==> config.mk <==
export PLATFORM = sky130hd
export DESIGN_NAME = trap_unit
export DESIGN_NICKNAME = d
export VERILOG_FILES = /design/src/verilog/rv_csr_pkg.sv /design/src/verilog/impl_id_pkg.sv /design/src/verilog/machine_csrs.sv /design/src/verilog/irq_arbiter.sv /design/src/verilog/trap_dispatch.sv /design/src/verilog/trap_unit.sv
export SDC_FILE = /design/constraint.sdc
export NUM_CORES = 1
export LEC_CHECK = 0
export BUFFER_PORTS_ARGS = -buffer_cell sky130_fd_sc_hd__buf_2
export CAP_MARGIN = 20
export CELL_PAD_IN_SITES_DETAIL_PLACEMENT = 1
export CELL_PAD_IN_SITES_GLOBAL_PLACEMENT = 1
export CORE_ASPECT_RATIO = 1.2
export CORE_MARGIN = 5
export CORE_UTILIZATION = 38
export CTS_CLUSTER_SIZE = 12
export DETAILED_ROUTE_END_ITERATION = 10
export GPL_ROUTABILITY_DRIVEN = 0
export GPL_TIMING_DRIVEN = 0
export MAX_ROUTING_LAYER = met4
export PLACE_DENSITY_LB_ADDON = 0.05
export SKIP_CTS_REPAIR_TIMING = 1
export SYNTH_ARGS = -nofsm -noshare
export SYNTH_HDL_FRONTEND = slang
export SYNTH_SLANG_ARGS = --single-unit
==> constraint.sdc <==
create_clock -name clk -period 2.42 [get_ports clk]
set_input_delay 0.242 -clock clk [delete_from_list [all_inputs] [get_ports clk]]
set_output_delay 0.242 -clock clk [all_outputs]
set_load 0.01 [all_outputs]
==> src/verilog/rv_csr_pkg.sv <==
// RV32 machine-mode CSR map only; no supervisor or user CSRs, no counters, no delegation.
package rv_csr_pkg;

    // Data word of the 32-bit hart.
    typedef logic [31:0] xlen_word_t;
    // Halfword-aligned PC, bit 0 is implied zero.
    typedef logic [31:1] pc_t;
    // Word-aligned trap vector base.
    typedef logic [31:2] tvec_t;
    // Trap or interrupt number.
    typedef logic [4:0] cause_t;
    // CSR address.
    typedef logic [11:0] csr_addr_t;
    // One bit per interrupt number.
    typedef logic [31:0] irq_vec_t;

    // Machine trap setup.
    localparam csr_addr_t MSTATUS    = 12'h300;
    localparam csr_addr_t MISA       = 12'h301;
    localparam csr_addr_t MEDELEG    = 12'h302;
    localparam csr_addr_t MIDELEG    = 12'h303;
    localparam csr_addr_t MIE        = 12'h304;
    localparam csr_addr_t MTVEC      = 12'h305;
    localparam csr_addr_t MSTATUSH   = 12'h310;
    // Machine trap handling.
    localparam csr_addr_t MSCRATCH   = 12'h340;
    localparam csr_addr_t MEPC       = 12'h341;
    localparam csr_addr_t MCAUSE     = 12'h342;
    localparam csr_addr_t MTVAL      = 12'h343;
    localparam csr_addr_t MIP        = 12'h344;
    // Machine identification, read-only space.
    localparam csr_addr_t MVENDORID  = 12'hf11;
    localparam csr_addr_t MARCHID    = 12'hf12;
    localparam csr_addr_t MIMPID     = 12'hf13;
    localparam csr_addr_t MHARTID    = 12'hf14;
    localparam csr_addr_t MCONFIGPTR = 12'hf15;

    // Interrupt enable bits in mstatus.
    localparam int mstatus_mie_bit  = 3;
    localparam int mstatus_mpie_bit = 7;

    // Machine timer interrupt number.
    localparam cause_t timer_irq_num = 5'd7;
    // First platform interrupt, lines 16 up to 31.
    localparam int ext_irq_lo = 16;

endpackage

==> src/verilog/impl_id_pkg.sv <==
// Identity of this implementation; marchid is fixed and must stay readable from M-mode.
package impl_id_pkg;

    // Registered open-source architecture ID.
    localparam logic [31:0] arch_id = 32'd37;

    // Semantic version, packed into mimpid.
    localparam logic [7:0] ver_major = 8'd1;
    localparam logic [3:0] ver_minor = 4'd4;
    localparam logic [3:0] ver_patch = 4'd0;

    // Extension letters in misa.
    localparam int misa_a_bit = 0;
    localparam int misa_c_bit = 2;
    localparam int misa_i_bit = 8;
    localparam int misa_m_bit = 12;

    // MXL field for a 32-bit hart.
    localparam logic [1:0] misa_mxl_32 = 2'b01;

endpackage

==> src/verilog/machine_csrs.sv <==
// Trap entry wins over a CSR write, which wins over MRET; misa bits only for built extensions.
module machine_csrs
    import rv_csr_pkg::*;
    import impl_id_pkg::*;
#(
    parameter xlen_word_t hartid      = 32'h0,
    parameter bit         misa_we     = 1'b1,
    parameter bit         has_m       = 1'b1,
    parameter bit         has_a       = 1'b1,
    parameter bit         has_c       = 1'b1,
    parameter int         div_latency = 2
) (
    input  logic       clk,
    input  logic       rst,
    input  csr_addr_t  csr_addr,
    input  logic       csr_we,
    input  xlen_word_t csr_wdata,
    input  logic       take_irq,
    input  logic       take_trap,
    input  cause_t     take_cause,
    input  pc_t        take_epc,
    input  logic       mret,
    input  irq_vec_t   irq_pending,
    output xlen_word_t csr_rdata,
    output logic       csr_exists,
    output logic       csr_rdonly,
    output logic       mstatus_mie,
    output irq_vec_t   mie,
    output tvec_t      tvec,
    output pc_t        ret_epc,
    output xlen_word_t misa
);
    // Held state.
    logic       mstatus_mpie;
    logic       mcause_int;
    cause_t     mcause_no;
    xlen_word_t mscratch;
    pc_t        mepc;
    tvec_t      mtvec;
    logic       misa_a;
    logic       misa_c;
    logic       misa_m;

    // Views assembled from the state.
    xlen_word_t mstatus;
    xlen_word_t mimpid;
    irq_vec_t   mip;

    always_comb begin
        mstatus = '0;
        mstatus[mstatus_mie_bit]  = mstatus_mie;
        mstatus[mstatus_mpie_bit] = mstatus_mpie;
    end

    always_comb begin
        misa = '0;
        misa[31:30] = misa_mxl_32;
        // Base integer set is always on.
        misa[misa_i_bit] = 1'b1;
        misa[misa_a_bit] = misa_a;
        misa[misa_c_bit] = misa_c;
        misa[misa_m_bit] = misa_m;
    end

    // Fusion flags and fork bit stay zero.
    assign mimpid = {10'd0, 6'(div_latency), ver_major, ver_minor, ver_patch};
    // Only enabled sources show as pending.
    assign mip = irq_pending & mie;

    assign tvec    = mtvec;
    assign ret_epc = mepc;

    // Read data and access rights, decoded per address.
    always_comb begin
        csr_exists = 1'b1;
        csr_rdonly = 1'b0;
        csr_rdata  = '0;
        case (csr_addr)
            MSTATUS:    csr_rdata = mstatus;
            MISA:       csr_rdata = misa;
            MEDELEG:    csr_rdata = '0;
            MIDELEG:    csr_rdata = '0;
            MIE:        csr_rdata = mie;
            MTVEC:      csr_rdata = {mtvec, 2'b00};
            MSTATUSH:   csr_rdata = '0;
            MIP:        csr_rdata = mip;
            MSCRATCH:   csr_rdata = mscratch;
            MEPC:       csr_rdata = {mepc, 1'b0};
            MCAUSE:     csr_rdata = {mcause_int, 26'd0, mcause_no};
            MTVAL:      csr_rdata = '0;
            MVENDORID: begin
                csr_rdonly = 1'b1;
                csr_rdata  = '0;
            end
            MARCHID: begin
                csr_rdonly = 1'b1;
                csr_rdata  = arch_id;
            end
            MIMPID: begin
                csr_rdonly = 1'b1;
                csr_rdata  = mimpid;
            end
            MHARTID: begin
                csr_rdonly = 1'b1;
                csr_rdata  = hartid;
            end
            MCONFIGPTR: begin
                csr_rdonly = 1'b1;
                csr_rdata  = '0;
            end
            default:    csr_exists = 1'b0;
        endcase
    end

    always_ff @(posedge clk) begin
        if (rst) begin
            mstatus_mie  <= 1'b0;
            mstatus_mpie <= 1'b0;
            mie          <= '0;
            mtvec        <= '0;
            mscratch     <= '0;
            mepc         <= '0;
            mcause_int   <= 1'b0;
            mcause_no    <= '0;
            // Come up with every built extension enabled.
            misa_a       <= has_a;
            misa_c       <= has_c;
            misa_m       <= has_m;
        end else if (take_irq || take_trap) begin
            // Trap entry, stack the enable and mask further interrupts.
            mstatus_mpie <= mstatus_mie;
            mstatus_mie  <= 1'b0;
            mepc         <= take_epc;
            mcause_int   <= take_irq;
            mcause_no    <= take_cause;
        end else if (csr_we) begin
            // Read-only and unknown addresses fall through.
            case (csr_addr)
                MSTATUS: begin
                    mstatus_mie  <= csr_wdata[mstatus_mie_bit];
                    mstatus_mpie <= csr_wdata[mstatus_mpie_bit];
                end
                MISA: begin
                    if (misa_we) begin
                        misa_a <= has_a && csr_wdata[misa_a_bit];
                        misa_c <= has_c && csr_wdata[misa_c_bit];
                        misa_m <= has_m && csr_wdata[misa_m_bit];
                    end
                end
                MIE:      mie      <= csr_wdata;
                MTVEC:    mtvec    <= csr_wdata[31:2];
                MSCRATCH: mscratch <= csr_wdata;
                MEPC:     mepc     <= csr_wdata[31:1];
                MCAUSE: begin
                    mcause_int <= csr_wdata[31];
                    mcause_no  <= csr_wdata[4:0];
                end
                default: ;
            endcase
        end else if (mret) begin
            // Unstack the interrupt enable.
            mstatus_mie <= mstatus_mpie;
        end
    end

endmodule

==> src/verilog/irq_arbiter.sv <==
// Lines are sampled without synchronizers; lowest number wins; settle history has no reset.
module irq_arbiter import rv_csr_pkg::*; #(
    parameter int mie_settle = 2
) (
    input  logic         clk,
    input  logic         timer_irq,
    input  logic [31:16] irq,
    input  irq_vec_t     mie,
    input  logic         mstatus_mie,
    output irq_vec_t     irq_pending,
    output cause_t       irq_cause,
    output logic         irq_enabled
);
    // Pending lines that are also enabled.
    irq_vec_t              masked;
    // Past values of mstatus.MIE, newest in bit 0.
    logic [mie_settle-1:0] mie_hist;

    // One register stage for the lines.
    // Numbers without a source read zero.
    always_ff @(posedge clk) begin
        irq_pending                <= '0;
        irq_pending[31:ext_irq_lo] <= irq;
        irq_pending[timer_irq_num] <= timer_irq;
    end

    // MIE is clear through reset, so the history fills with zeros.
    always_ff @(posedge clk) begin
        mie_hist <= mie_settle'({mie_hist, mstatus_mie});
    end

    assign masked = irq_pending & mie;

    // Scan down so the lowest set number is left.
    // Zero means nothing to take.
    always_comb begin
        irq_cause = '0;
        for (int i = 31; i >= 0; i--) begin
            if (masked[i]) begin
                irq_cause = cause_t'(i);
            end
        end
    end

    // Enable must be stable now and over the whole window.
    assign irq_enabled = mstatus_mie && (&mie_hist);

endmodule

==> src/verilog/trap_dispatch.sv <==
// Combinational only; a trap request counts only on a retire cycle, interrupt beats trap.
module trap_dispatch import rv_csr_pkg::*; (
    input  logic   retire_valid,
    input  pc_t    retire_pc,
    input  logic   trap,
    input  cause_t trap_cause,
    input  cause_t irq_cause,
    input  logic   irq_enabled,
    output logic   take_irq,
    output logic   take_trap,
    output cause_t take_cause,
    output pc_t    take_epc,
    output logic   exception
);

    always_comb begin
        // Interrupt taken on a retiring instruction.
        take_irq  = retire_valid && irq_enabled && (irq_cause != '0);
        // Trap only when no interrupt claims the slot.
        take_trap = retire_valid && trap && !take_irq;

        if (take_irq) begin
            take_cause = irq_cause;
        end else begin
            take_cause = trap_cause;
        end

        // Saved PC is word aligned.
        take_epc = {retire_pc[31:2], 1'b0};

        // Redirect to the vector.
        exception = take_irq || take_trap;
    end

endmodule

==> src/verilog/trap_unit.sv <==
// Strobes come straight from writeback; redirect target is tvec, direct mode only.
module trap_unit import rv_csr_pkg::*; #(
    parameter xlen_word_t hartid      = 32'h0,
    parameter bit         misa_we     = 1'b1,
    parameter bit         has_m       = 1'b1,
    parameter bit         has_a       = 1'b1,
    parameter bit         has_c       = 1'b1,
    parameter int         div_latency = 2
) (
    input  logic         clk,
    input  logic         rst,
    // CSR access port.
    input  csr_addr_t    csr_addr,
    input  logic         csr_we,
    input  xlen_word_t   csr_wdata,
    output xlen_word_t   csr_rdata,
    output logic         csr_exists,
    output logic         csr_rdonly,
    // Writeback strobes.
    input  logic         retire_valid,
    input  pc_t          retire_pc,
    input  logic         trap,
    input  cause_t       trap_cause,
    input  logic         mret,
    // Interrupt lines.
    input  logic         timer_irq,
    input  logic [31:16] irq,
    // Redirect and status.
    output logic         exception,
    output tvec_t        tvec,
    output pc_t          ret_epc,
    output xlen_word_t   misa
);
    // CSR state toward the arbiter.
    logic     mstatus_mie;
    irq_vec_t mie;
    // Arbiter results.
    irq_vec_t irq_pending;
    cause_t   irq_cause;
    logic     irq_enabled;
    // Dispatch decision.
    logic     take_irq;
    logic     take_trap;
    cause_t   take_cause;
    pc_t      take_epc;

    machine_csrs #(
        .hartid      (hartid),
        .misa_we     (misa_we),
        .has_m       (has_m),
        .has_a       (has_a),
        .has_c       (has_c),
        .div_latency (div_latency)
    ) csrs_i (
        .clk         (clk),
        .rst         (rst),
        .csr_addr    (csr_addr),
        .csr_we      (csr_we),
        .csr_wdata   (csr_wdata),
        .take_irq    (take_irq),
        .take_trap   (take_trap),
        .take_cause  (take_cause),
        .take_epc    (take_epc),
        .mret        (mret),
        .irq_pending (irq_pending),
        .csr_rdata   (csr_rdata),
        .csr_exists  (csr_exists),
        .csr_rdonly  (csr_rdonly),
        .mstatus_mie (mstatus_mie),
        .mie         (mie),
        .tvec        (tvec),
        .ret_epc     (ret_epc),
        .misa        (misa)
    );

    irq_arbiter arbiter_i (
        .clk         (clk),
        .timer_irq   (timer_irq),
        .irq         (irq),
        .mie         (mie),
        .mstatus_mie (mstatus_mie),
        .irq_pending (irq_pending),
        .irq_cause   (irq_cause),
        .irq_enabled (irq_enabled)
    );

    trap_dispatch dispatch_i (
        .retire_valid (retire_valid),
        .retire_pc    (retire_pc),
        .trap         (trap),
        .trap_cause   (trap_cause),
        .irq_cause    (irq_cause),
        .irq_enabled  (irq_enabled),
        .take_irq     (take_irq),
        .take_trap    (take_trap),
        .take_cause   (take_cause),
        .take_epc     (take_epc),
        .exception    (exception)
    );

endmodule

; ---- Word-level counts from Yosys, hierarchy flattened
; Cells that the tools add are included.
[totals]
output_inout_bits = 128
regBits = 155
elab_cells = 111
inputBits = 103
[op_classes]
n_eq_ne = 18
bitwise_logic = 2
n_mux = 51
reduce_logical = 26
[ops]
columns = op, n
row1 = $pmux W32 S10, 1
row2 = $mux W5, 36
row3 = $eq A12 B10 Y1 const B, 12
row4 = $mux W31, 3
row5 = $eq A12 B12 Y1 const B, 5
row6 = $and A32 B32 Y32, 1
row7 = $reduce_or A17 Y1, 1
row8 = $reduce_and A2 Y1, 6
row9 = $reduce_and A3 Y1, 4
row10 = $mux W1, 11
row11 = $reduce_bool A2 Y1, 5
row12 = $logic_and A1 B1 Y1, 5
row13 = $reduce_bool A5 Y1, 1
row14 = $reduce_or A5 Y1, 1
row15 = $ne A2 B1 Y1 const B, 1
row16 = $reduce_or A2 Y1, 1
row17 = $logic_not A1 Y1, 1
row18 = $logic_or A1 B1 Y1, 1
row19 = $not A1 Y1, 1

; ---- Depth between registers and ports, before layout
; Gate-level depths: netlist of run 1.
[logic_depth]
word_depth = 40
mapped_depth = 10
ltp_nobuf = 7

; ---- Cells and area by module
; Synthesis of run 1 repeated with hierarchy kept, for this count alone.
[hier_totals]
hier_cells = 993
hier_area_um2 = 8458.1
[by_module_without_submodules]
columns = module, n_inst, area_each_um2, seq_area_each_um2, cells_per_inst
row1 = machine_csrs, 1, 7204.4, 2722.6, 854
row2 = irq_arbiter, 1, 804.5, 380.4, 78
row3 = trap_dispatch, 1, 449.2, 0.0, 61

; ---- Worst setup path before layout of run 1
; No wires, ideal clock.
[synth_path]
path_type = input to output
start = in csr_addr[7]
end = out csr_rdata[16]
arrival_time_ns = 1.829
required_ns = 2.178
path_stages = 7
n_path_buf = 2
slack_ns = 0.349
path_cell_list = or4bb_1 nor2_1 and3_1 clkbuf_1 buf_2 a21oi_1 o21ai_0
[synth_between]
elab_chain_cells = 2
elab_cells_between_ends = 11
cone_classes = 10 x eq/ne / 1 x mux
[synth_lines]
columns = item, line_no
row1 = "start, declared", trap_unit.sv:13  ; input csr_addr_t csr_addr,
row2 = $eq A12 B12 Y1 or $eq A12 B10 Y1 (tied branches), machine_csrs.sv:78  ; case (csr_addr)
row3 = $pmux W32 S10 *, machine_csrs.sv:78
row4 = "end, declared", trap_unit.sv:16  ; output xlen_word_t csr_rdata,
; Mark *: on every way between the ends. The rest lies on a longest branch, timed or not.

; ---- Worst setup path after layout of run 1
[layout_path]
start = reg arbiter_i.irq_pending[25]
end = out exception
[layout_between]
elab_chain_cells = 32
[layout_lines]
columns = item, line_no
row1 = "start, declared", irq_arbiter.sv:10  ; output irq_vec_t irq_pending,
row2 = "start signal, assigned by index", irq_arbiter.sv:23  ; irq_pending[31:ext_irq_lo] <= irq;
row3 = "start signal, assigned by index", irq_arbiter.sv:24  ; irq_pending[timer_irq_num] <= timer_irq;
row4 = $and A32 B32 Y32 *, irq_arbiter.sv:32  ; assign masked = irq_pending & mie;
row5 = $mux W5 * (26 in a row), irq_arbiter.sv:39  ; if (masked[i]) begin
row6 = $reduce_bool A5 Y1 *, trap_dispatch.sv:18  ; take_irq = retire_valid && irq_enabled && (irq_cause != '0);
row7 = $logic_and A1 B1 Y1 *, trap_dispatch.sv:18
row8 = $logic_not A1 Y1, trap_dispatch.sv:20  ; take_trap = retire_valid && trap && !take_irq;
row9 = $logic_and A1 B1 Y1, trap_dispatch.sv:20
row10 = $logic_or A1 B1 Y1 *, trap_dispatch.sv:32  ; exception = take_irq || take_trap;
row11 = "end, declared", trap_unit.sv:29  ; output logic exception,
; Marked as above.

==> results of run 1 <==
-- worst min path at each step --
stage                  startpoint                                 to  slack (ps)  cells after the start
floorplan                 irq[16]  arbiter_i.irq_pending[16]$_DFF_P_         270                      0
global placement          irq[22]  arbiter_i.irq_pending[22]$_DFF_P_         350                      1
detailed placement        irq[25]  arbiter_i.irq_pending[25]$_DFF_P_         350                      1
CTS                       irq[23]  arbiter_i.irq_pending[23]$_DFF_P_        -110                      1
global route        csr_wdata[10]   csrs_i.mscratch[10]$_SDFFE_PP0P_          70                      3
finish               csr_wdata[9]    csrs_i.mscratch[9]$_SDFFE_PP0P_          70                      3
-- through the flow --
stage	TNS (ps)	power, W
after floorplan	0	0.002921
after global placement	-35240	0.003159
after detailed placement	-34320	0.003163
after CTS	-29240	0.005910
after global routing	-1643	0.006106
final	0	0.005924
-- layer usage --
layer	wire length [um]	track usage [%]	up-vias
met5	0	-	-
met4	622	7.424	0
met3	1737	4.616	42
met2	14670	45.47	258
met1	12230	32.91	3537
li1	-	-	3436
-- critical path, cell delays in order, from the launching register on --
cell,delay (ps)
dfxtp_2,330
a22o_4,270
nor4b_4,330
buf_4,180
a31oi_4,130
nor2_4,180
inv_2,90
buf_2,150
-- registers in the layout, summed over array words and instances (netlist names) --
name	cells
csrs_i.mie	32
csrs_i.mscratch	32
csrs_i.ret_epc	31
csrs_i.tvec	30
arbiter_i.irq_pending	17
csrs_i.mcause_no	5
arbiter_i.mie_hist	2
csrs_i.mcause_int	1
csrs_i.misa_a	1
csrs_i.misa_c	1
csrs_i.misa_m	1
csrs_i.mstatus_mie	1
csrs_i.mstatus_mpie	1
-- logic make-up (layout without fill, tap and decap cells) --
family	count (synthesis)	in the layout	share of synthesized area, %
mux	117	117	16.01
compound gates	181	181	17.11
flops	155	155	42.43
simple gates	268	268	16.18
other cells	2	29	0.1027
buf+inv	106	358	8.161
-- cells in the final DEF (no fill, tap or decap), types with 8 or more instances in the layout --
| master | n |
|---|---|
| clkbuf_1 | 19 |
| nor2_1 | 114 |
| dfxtp_1 | 150 |
| nand3_1 | 12 |
| dlygate4sd3_1 | 17 |
| o21ai_0 | 16 |
| buf_2 | 213 |
| clkbuf_16 | 17 |
| a211oi_1 | 33 |
| buf_4 | 42 |
| inv_1 | 16 |
| conb_1 | 29 |
| mux2i_1 | 117 |
| clkbuf_2 | 8 |
| a21oi_1 | 57 |
| nand2_1 | 95 |
| a222oi_1 | 13 |
| a221o_1 | 12 |
-- power breakdown --
part,total (W),internal (W),switching (W)
clock,0.00278,0.00160,0.00119
combinational,0.000483,0.000203,0.000280
sequential,0.00266,0.00261,0.0000525
total,0.00592,0.00441,0.00152
-- final cells by class --
type | count | area, um2
plain buffers | 87 | 564.3
clock buffers | 19 | 452.9
clock inverters | 13 | 153.9
fillers | 2332 | 9233
inverters | 17 | 63.81
multi-input cells | 595 | 3796
flip-flops and latches | 155 | 3109
well taps | 256 | 320.3
repair buffers | 222 | 1231
==> metrics.md, run 1 <==
| Metric | Value |
|---|---|
| Status | completed |
| Cell type with the largest total area after synthesis | dfxtp_1 |
| DR pass1 iterations | 5 |
| DRT iter0 DRCs | 482 |
| Netlist cell types | 54 |
| Max FO, Critical Path | 6 |
| FF-to-FF End | csrs_i.mscratch[28]$_SDFFE_PP0P_ |
| Synth Register Bits | 155 |
| Place WS | -728.9 ps |
| Final wirelength | 29,250 um |
| VDD IR max | 0.0004984 V |
| Syn-to-layout area delta | 32.52% |
| Layout net count | 1,198 |
| Fmax achieved | 423.7 MHz |
| Hold Vio Cnt, Final | 0 |
| Per-cell routed wire length | around 21 um |
| Post-synth top cells | dfxtp_1, mux2i_1, nor2_1, nand2_1, a21oi_1 |
| CTS tree | built |
| HPWL Detailed | 21,230 um |
| Power density over cell area | 611.2 mW/mm2 |
| Synth async-reset ratio | 0% |
| Share of the synthesized area in the top cell type | between 40% and 50% |
| Setup ws final | slightly below 60 ps |
| RSZ-0062 raised after global routing | true |
| N_diodes | 0 |
| Min Tclk post-route | 2360 ps |
| Vias in the first global route | 7,485 |
| I/O pins | 231 |
| Fraction of layout cells with a size suffix above 1 | between 30% and 40% |
| Post-synth EDFFs | 0 |
| FF-to-FF setup slack | 70 ps |
| Die Ht | 162.0 um |
| Post-Layout Cell Count | roughly 1.4k |
| I/O Buffers | ~200 |
| Hold Path Class | in2reg |
| Worst EP arrival | 2120 ps |
| Worst Tran Pin Value | 751.2 ps |
| FP Rows | 55 |
| Crit Path Category | reg2out |
| Clock Pin Slew Worst Setup and Hold Paths | 70 ps |
| Clock tree buffer depth | 2 |
| Full die area | 0.02213 mm2 |
| Main synth FF type | dfxtp_1 |
| Detailed-route DRC error count | 0 |
| GRT overflow | 0 |
| Skew final | roughly 8.5 ps |
| Die width | 136.6 um |
| Clock buffer count from CTS | 17 |
| Max-slew violation count | 0 |
| Routed Antenna Nets | 0 |
| Placeable Area | around 0.019 mm2 |
| Crit path to | exception |
| R2r worst-path depth | 9 |
| Mapped Area | 0.007313 mm2 |
| Total GRT Usage | 26.87% |
| Type of destination of the critical path | primary output |
| Yosys warns | 0 |
| Crit. Startpoint | arbiter_i.irq_pending[25]$_DFF_P_ |
| Post-DP Area | 0.008716 mm2 |
| Final core utilization | 51.21% |
| Clk_lat worst skew | 440 ps |
| Mean Syn Cell Area | roughly 8.8 um2 |
| Tcrit/Tclk final | 97.54% |
| Worst hold slack | 72.32 ps |
| Clk root buf | clkbuf_16 |
| H-tree depth | 4 |
| Synth area leaders | dfxtp_1, mux2i_1, nor2_1 |
| Initial Utilization | about 39% |
| Cells after synthesis | 829 |
| # clock sinks | 155 |
| Max Cap Viol | 0 |
| P_leak | 4.226 nW |
| Critical Path Start Type | register |
| Largest net degree at the start of global routing | 17 |
| Finish-stage setup viols | 0 |
| Count leader, synth | dfxtp_1 |
| Post-route cell area | 0.009692 mm2 |
| Initial antenna violation count | 0 |
| Post-synthesis sequential area ratio | 42.43% |
| FF-to-FF Start | arbiter_i.irq_pending[25]$_DFF_P_ |
| Worst EP required | between 2000 and 2500 ps |
| Placed insts | 1,308 |
| Relative slew margins | 49.92% |
| DR vias/cell | approximately 5.3 |
| Global-route wire length before repair | 43,860 um |
| Total number of vias | 7,273 |
Note: power is estimated with default switching activity, not from simulation.
==> run 2, diff against run 1 <==
Settings changed: CORE_ASPECT_RATIO 1.2 to 0.5, CORE_MARGIN 5 to not set.
==> run 2 against run 1 <==
Against the previous run:
- critical path depth unchanged
- register-to-register slack better by 20 ps
- routed wire length up 0.40%
- first-iteration DRC count down 7.3%
- utilization up 1.2 points
- non-clock buffer count down 1
- sequential share of layout area down 0.26 points
- largest cell class unchanged
- global-route usage up 3.9 points
- combinational power about the same
- largest power group unchanged
- flip-flop and latch count unchanged
- sequential power about the same
==> metrics.md, run 2 (synthesis results as in run 1) <==
| Metric | Value |
|---|---|
| Skew final | 12.96 ps |
| Max FO, Critical Path | 6 |
| Relative slew margins | 51.11% |
| Syn-to-layout area delta | 33.33% |
| Clock tree buffer depth | 2 |
| Die width | 198.2 um |
| Type of destination of the critical path | primary output |
| P_leak | between 4 and 5 nW |
| Initial antenna violation count | 0 |
| CP cell instances | a22o_2 -> nor4b_4 -> buf_4 -> a31oi_4 -> nor2_4 -> inv_2 -> buf_2 |
| Fillers | 2,256 |
| CTS tree | built |
| VDD IR max | 0.0005077 V |
| Layout net count | around 1.2k |
| Max-slew violation count | 0 |
| HPWL Detailed | ~21,000 um |
| DR vias/cell | 5.417 |
| N_diodes | 0 |
| Worst EP arrival | 2140 ps |
| Detailed-route DRC error count | 0 |
| Max Cap Viol | 0 |
| Clock buffer count from CTS | 17 |
| Placeable Area | 0.01861 mm2 |
| Hold Path Class | in2reg |
| Area taken by multi-input logic gates | 0.003794 mm2 |
| # clock sinks | 155 |
| H-tree depth | 4 |
| Fmax achieved | ~420 MHz |
| Critical Path Start Type | register |
| DRT iter0 DRCs | 447 |
| Post-Layout Cell Count | 1,365 |
| Worst EP required | 2180 ps |
| Clock Pin Slew Worst Setup and Hold Paths | 70 ps |
| Routed Antenna Nets | 0 |
| Clk root buf | clkbuf_16 |
| Die Ht | 100.1 um |
| Tcrit/Tclk final | 98.56% |
| Fraction of layout cells with a size suffix above 1 | 29.39% |
| Clk_lat worst skew | 440 ps |
| I/O Buffers | around 200 |
| Vias in the first global route | 7,439 |
| Total number of vias | 7,394 |
| Min Tclk post-route | ~2400 ps |
| Total GRT Usage | 30.81% |
| Per-cell routed wire length | 21.52 um |
| Power density over cell area | 638.8 mW/mm2 |
| Commonest non-fill, non-tap cells in the layout | buf_2, dfxtp_1, mux2i_1 |
| Status | completed |
| Most common cell after layout, fill and taps aside | buf_2 |
| Overall power | 0.006228 W |
| Largest net degree at the start of global routing | 17 |
| Worst Tran Pin Value | 733.3 ps |
| Initial Utilization | 39.29% |
| Reg area | ~0.0031 mm2 |
| DR pass1 iterations | 6 |
| Full die area | 0.01984 mm2 |
| CP max stage cell | dfxtp_1 |
| Final wirelength | approximately 30,000 um |
| FP Rows | 35 |
| Global-route wire length before repair | 43,900 um |
| Hold Vio Cnt, Final | 0 |
| I/O pins | 231 |
| Crit Path Category | reg2out |
| GRT overflow | 0 |
| Slowest stage delay, CP | between 300 and 400 ps |
| Finish-stage setup viols | 0 |
| Placed insts | 1,311 |
==> run 2: changes by cell type in the layout (fill, tap and decap cells not counted), moves of 3 or more <==
cell,previous run,this run
bufinv_16,2,6
inv_6,4,0
clkbuf_4,4,7
dfxtp_2,5,0
dfxtp_1,150,155
==> run 2: path summary, 6_finish.rpt <==
| kind | start | endpoint | slack, ps | depth (start not counted) |
|---|---|---|---|---|
| max reg2reg | arbiter_i.irq_pending[25]$_DFF_P_ | csrs_i.mie[7]$_SDFFE_PP0P_ | 90 | 9 |
| min | csr_wdata[17] | csrs_i.mscratch[17]$_SDFFE_PP0P_ | 70 | 3 |
| min reg2reg | arbiter_i.mie_hist[0]$_DFF_P_ | arbiter_i.mie_hist[1]$_DFF_P_ | 370 | 0 |
| max | arbiter_i.irq_pending[25]$_DFF_P_ | exception | 30 | 7 |
==> run 2: metal layers <==
metal	GRT usage (%)	share of wire (%)	up-vias
met1	42.27	49	3655
met4	8.348	1.1	0
li1	-	-	3436
met2	46.67	44	273
met3	5.276	6.1	30
met5	-	0	-
==> run 2: worst max-delay path, delay by kind of cell (launching register included) <==
family	cells	cell delay (ps)
buf+inv	3	420
compound gates	2	460
flops	1	340
simple gates	2	490
==> run 2: per-stage QoR <==
step	area (um2)	TNS (ps)	hold WS [ps]	setup slack, ps	util, %
4_1_cts	9384	-24860	-103.4	-900.7	50.42
2_1_floorplan	7415	0	269.7	349.2	-
6_report	9751	0	70.58	34.81	52.39
3_5_place_dp	8720	-36270	346.4	-878.4	46.85
5_1_grt	9751	-95.96	76.36	-37.97	52.39
3_3_place_gp	8720	-30090	345.7	-811.0	46.85
==> run 2: final cells by class <==
| class | count | area share [%] |
|---|---|---|
| multi-input combinational | 595 | 38.91 |
| timing repair buffer | 222 | 12.63 |
| inverter | 17 | 0.6544 |
| tap | 259 | 3.323 |
| clock buffer | 20 | 4.581 |
| sequential | 155 | 31.82 |
| buffer | 86 | 5.851 |
| clock inverter | 11 | 2.233 |
==> run 2: power breakdown <==
group          total [W]  switching (W)  internal, W
clock network    0.00308        0.00113      0.00196
logic           0.000486       0.000281     0.000204
registers        0.00266      0.0000511      0.00261
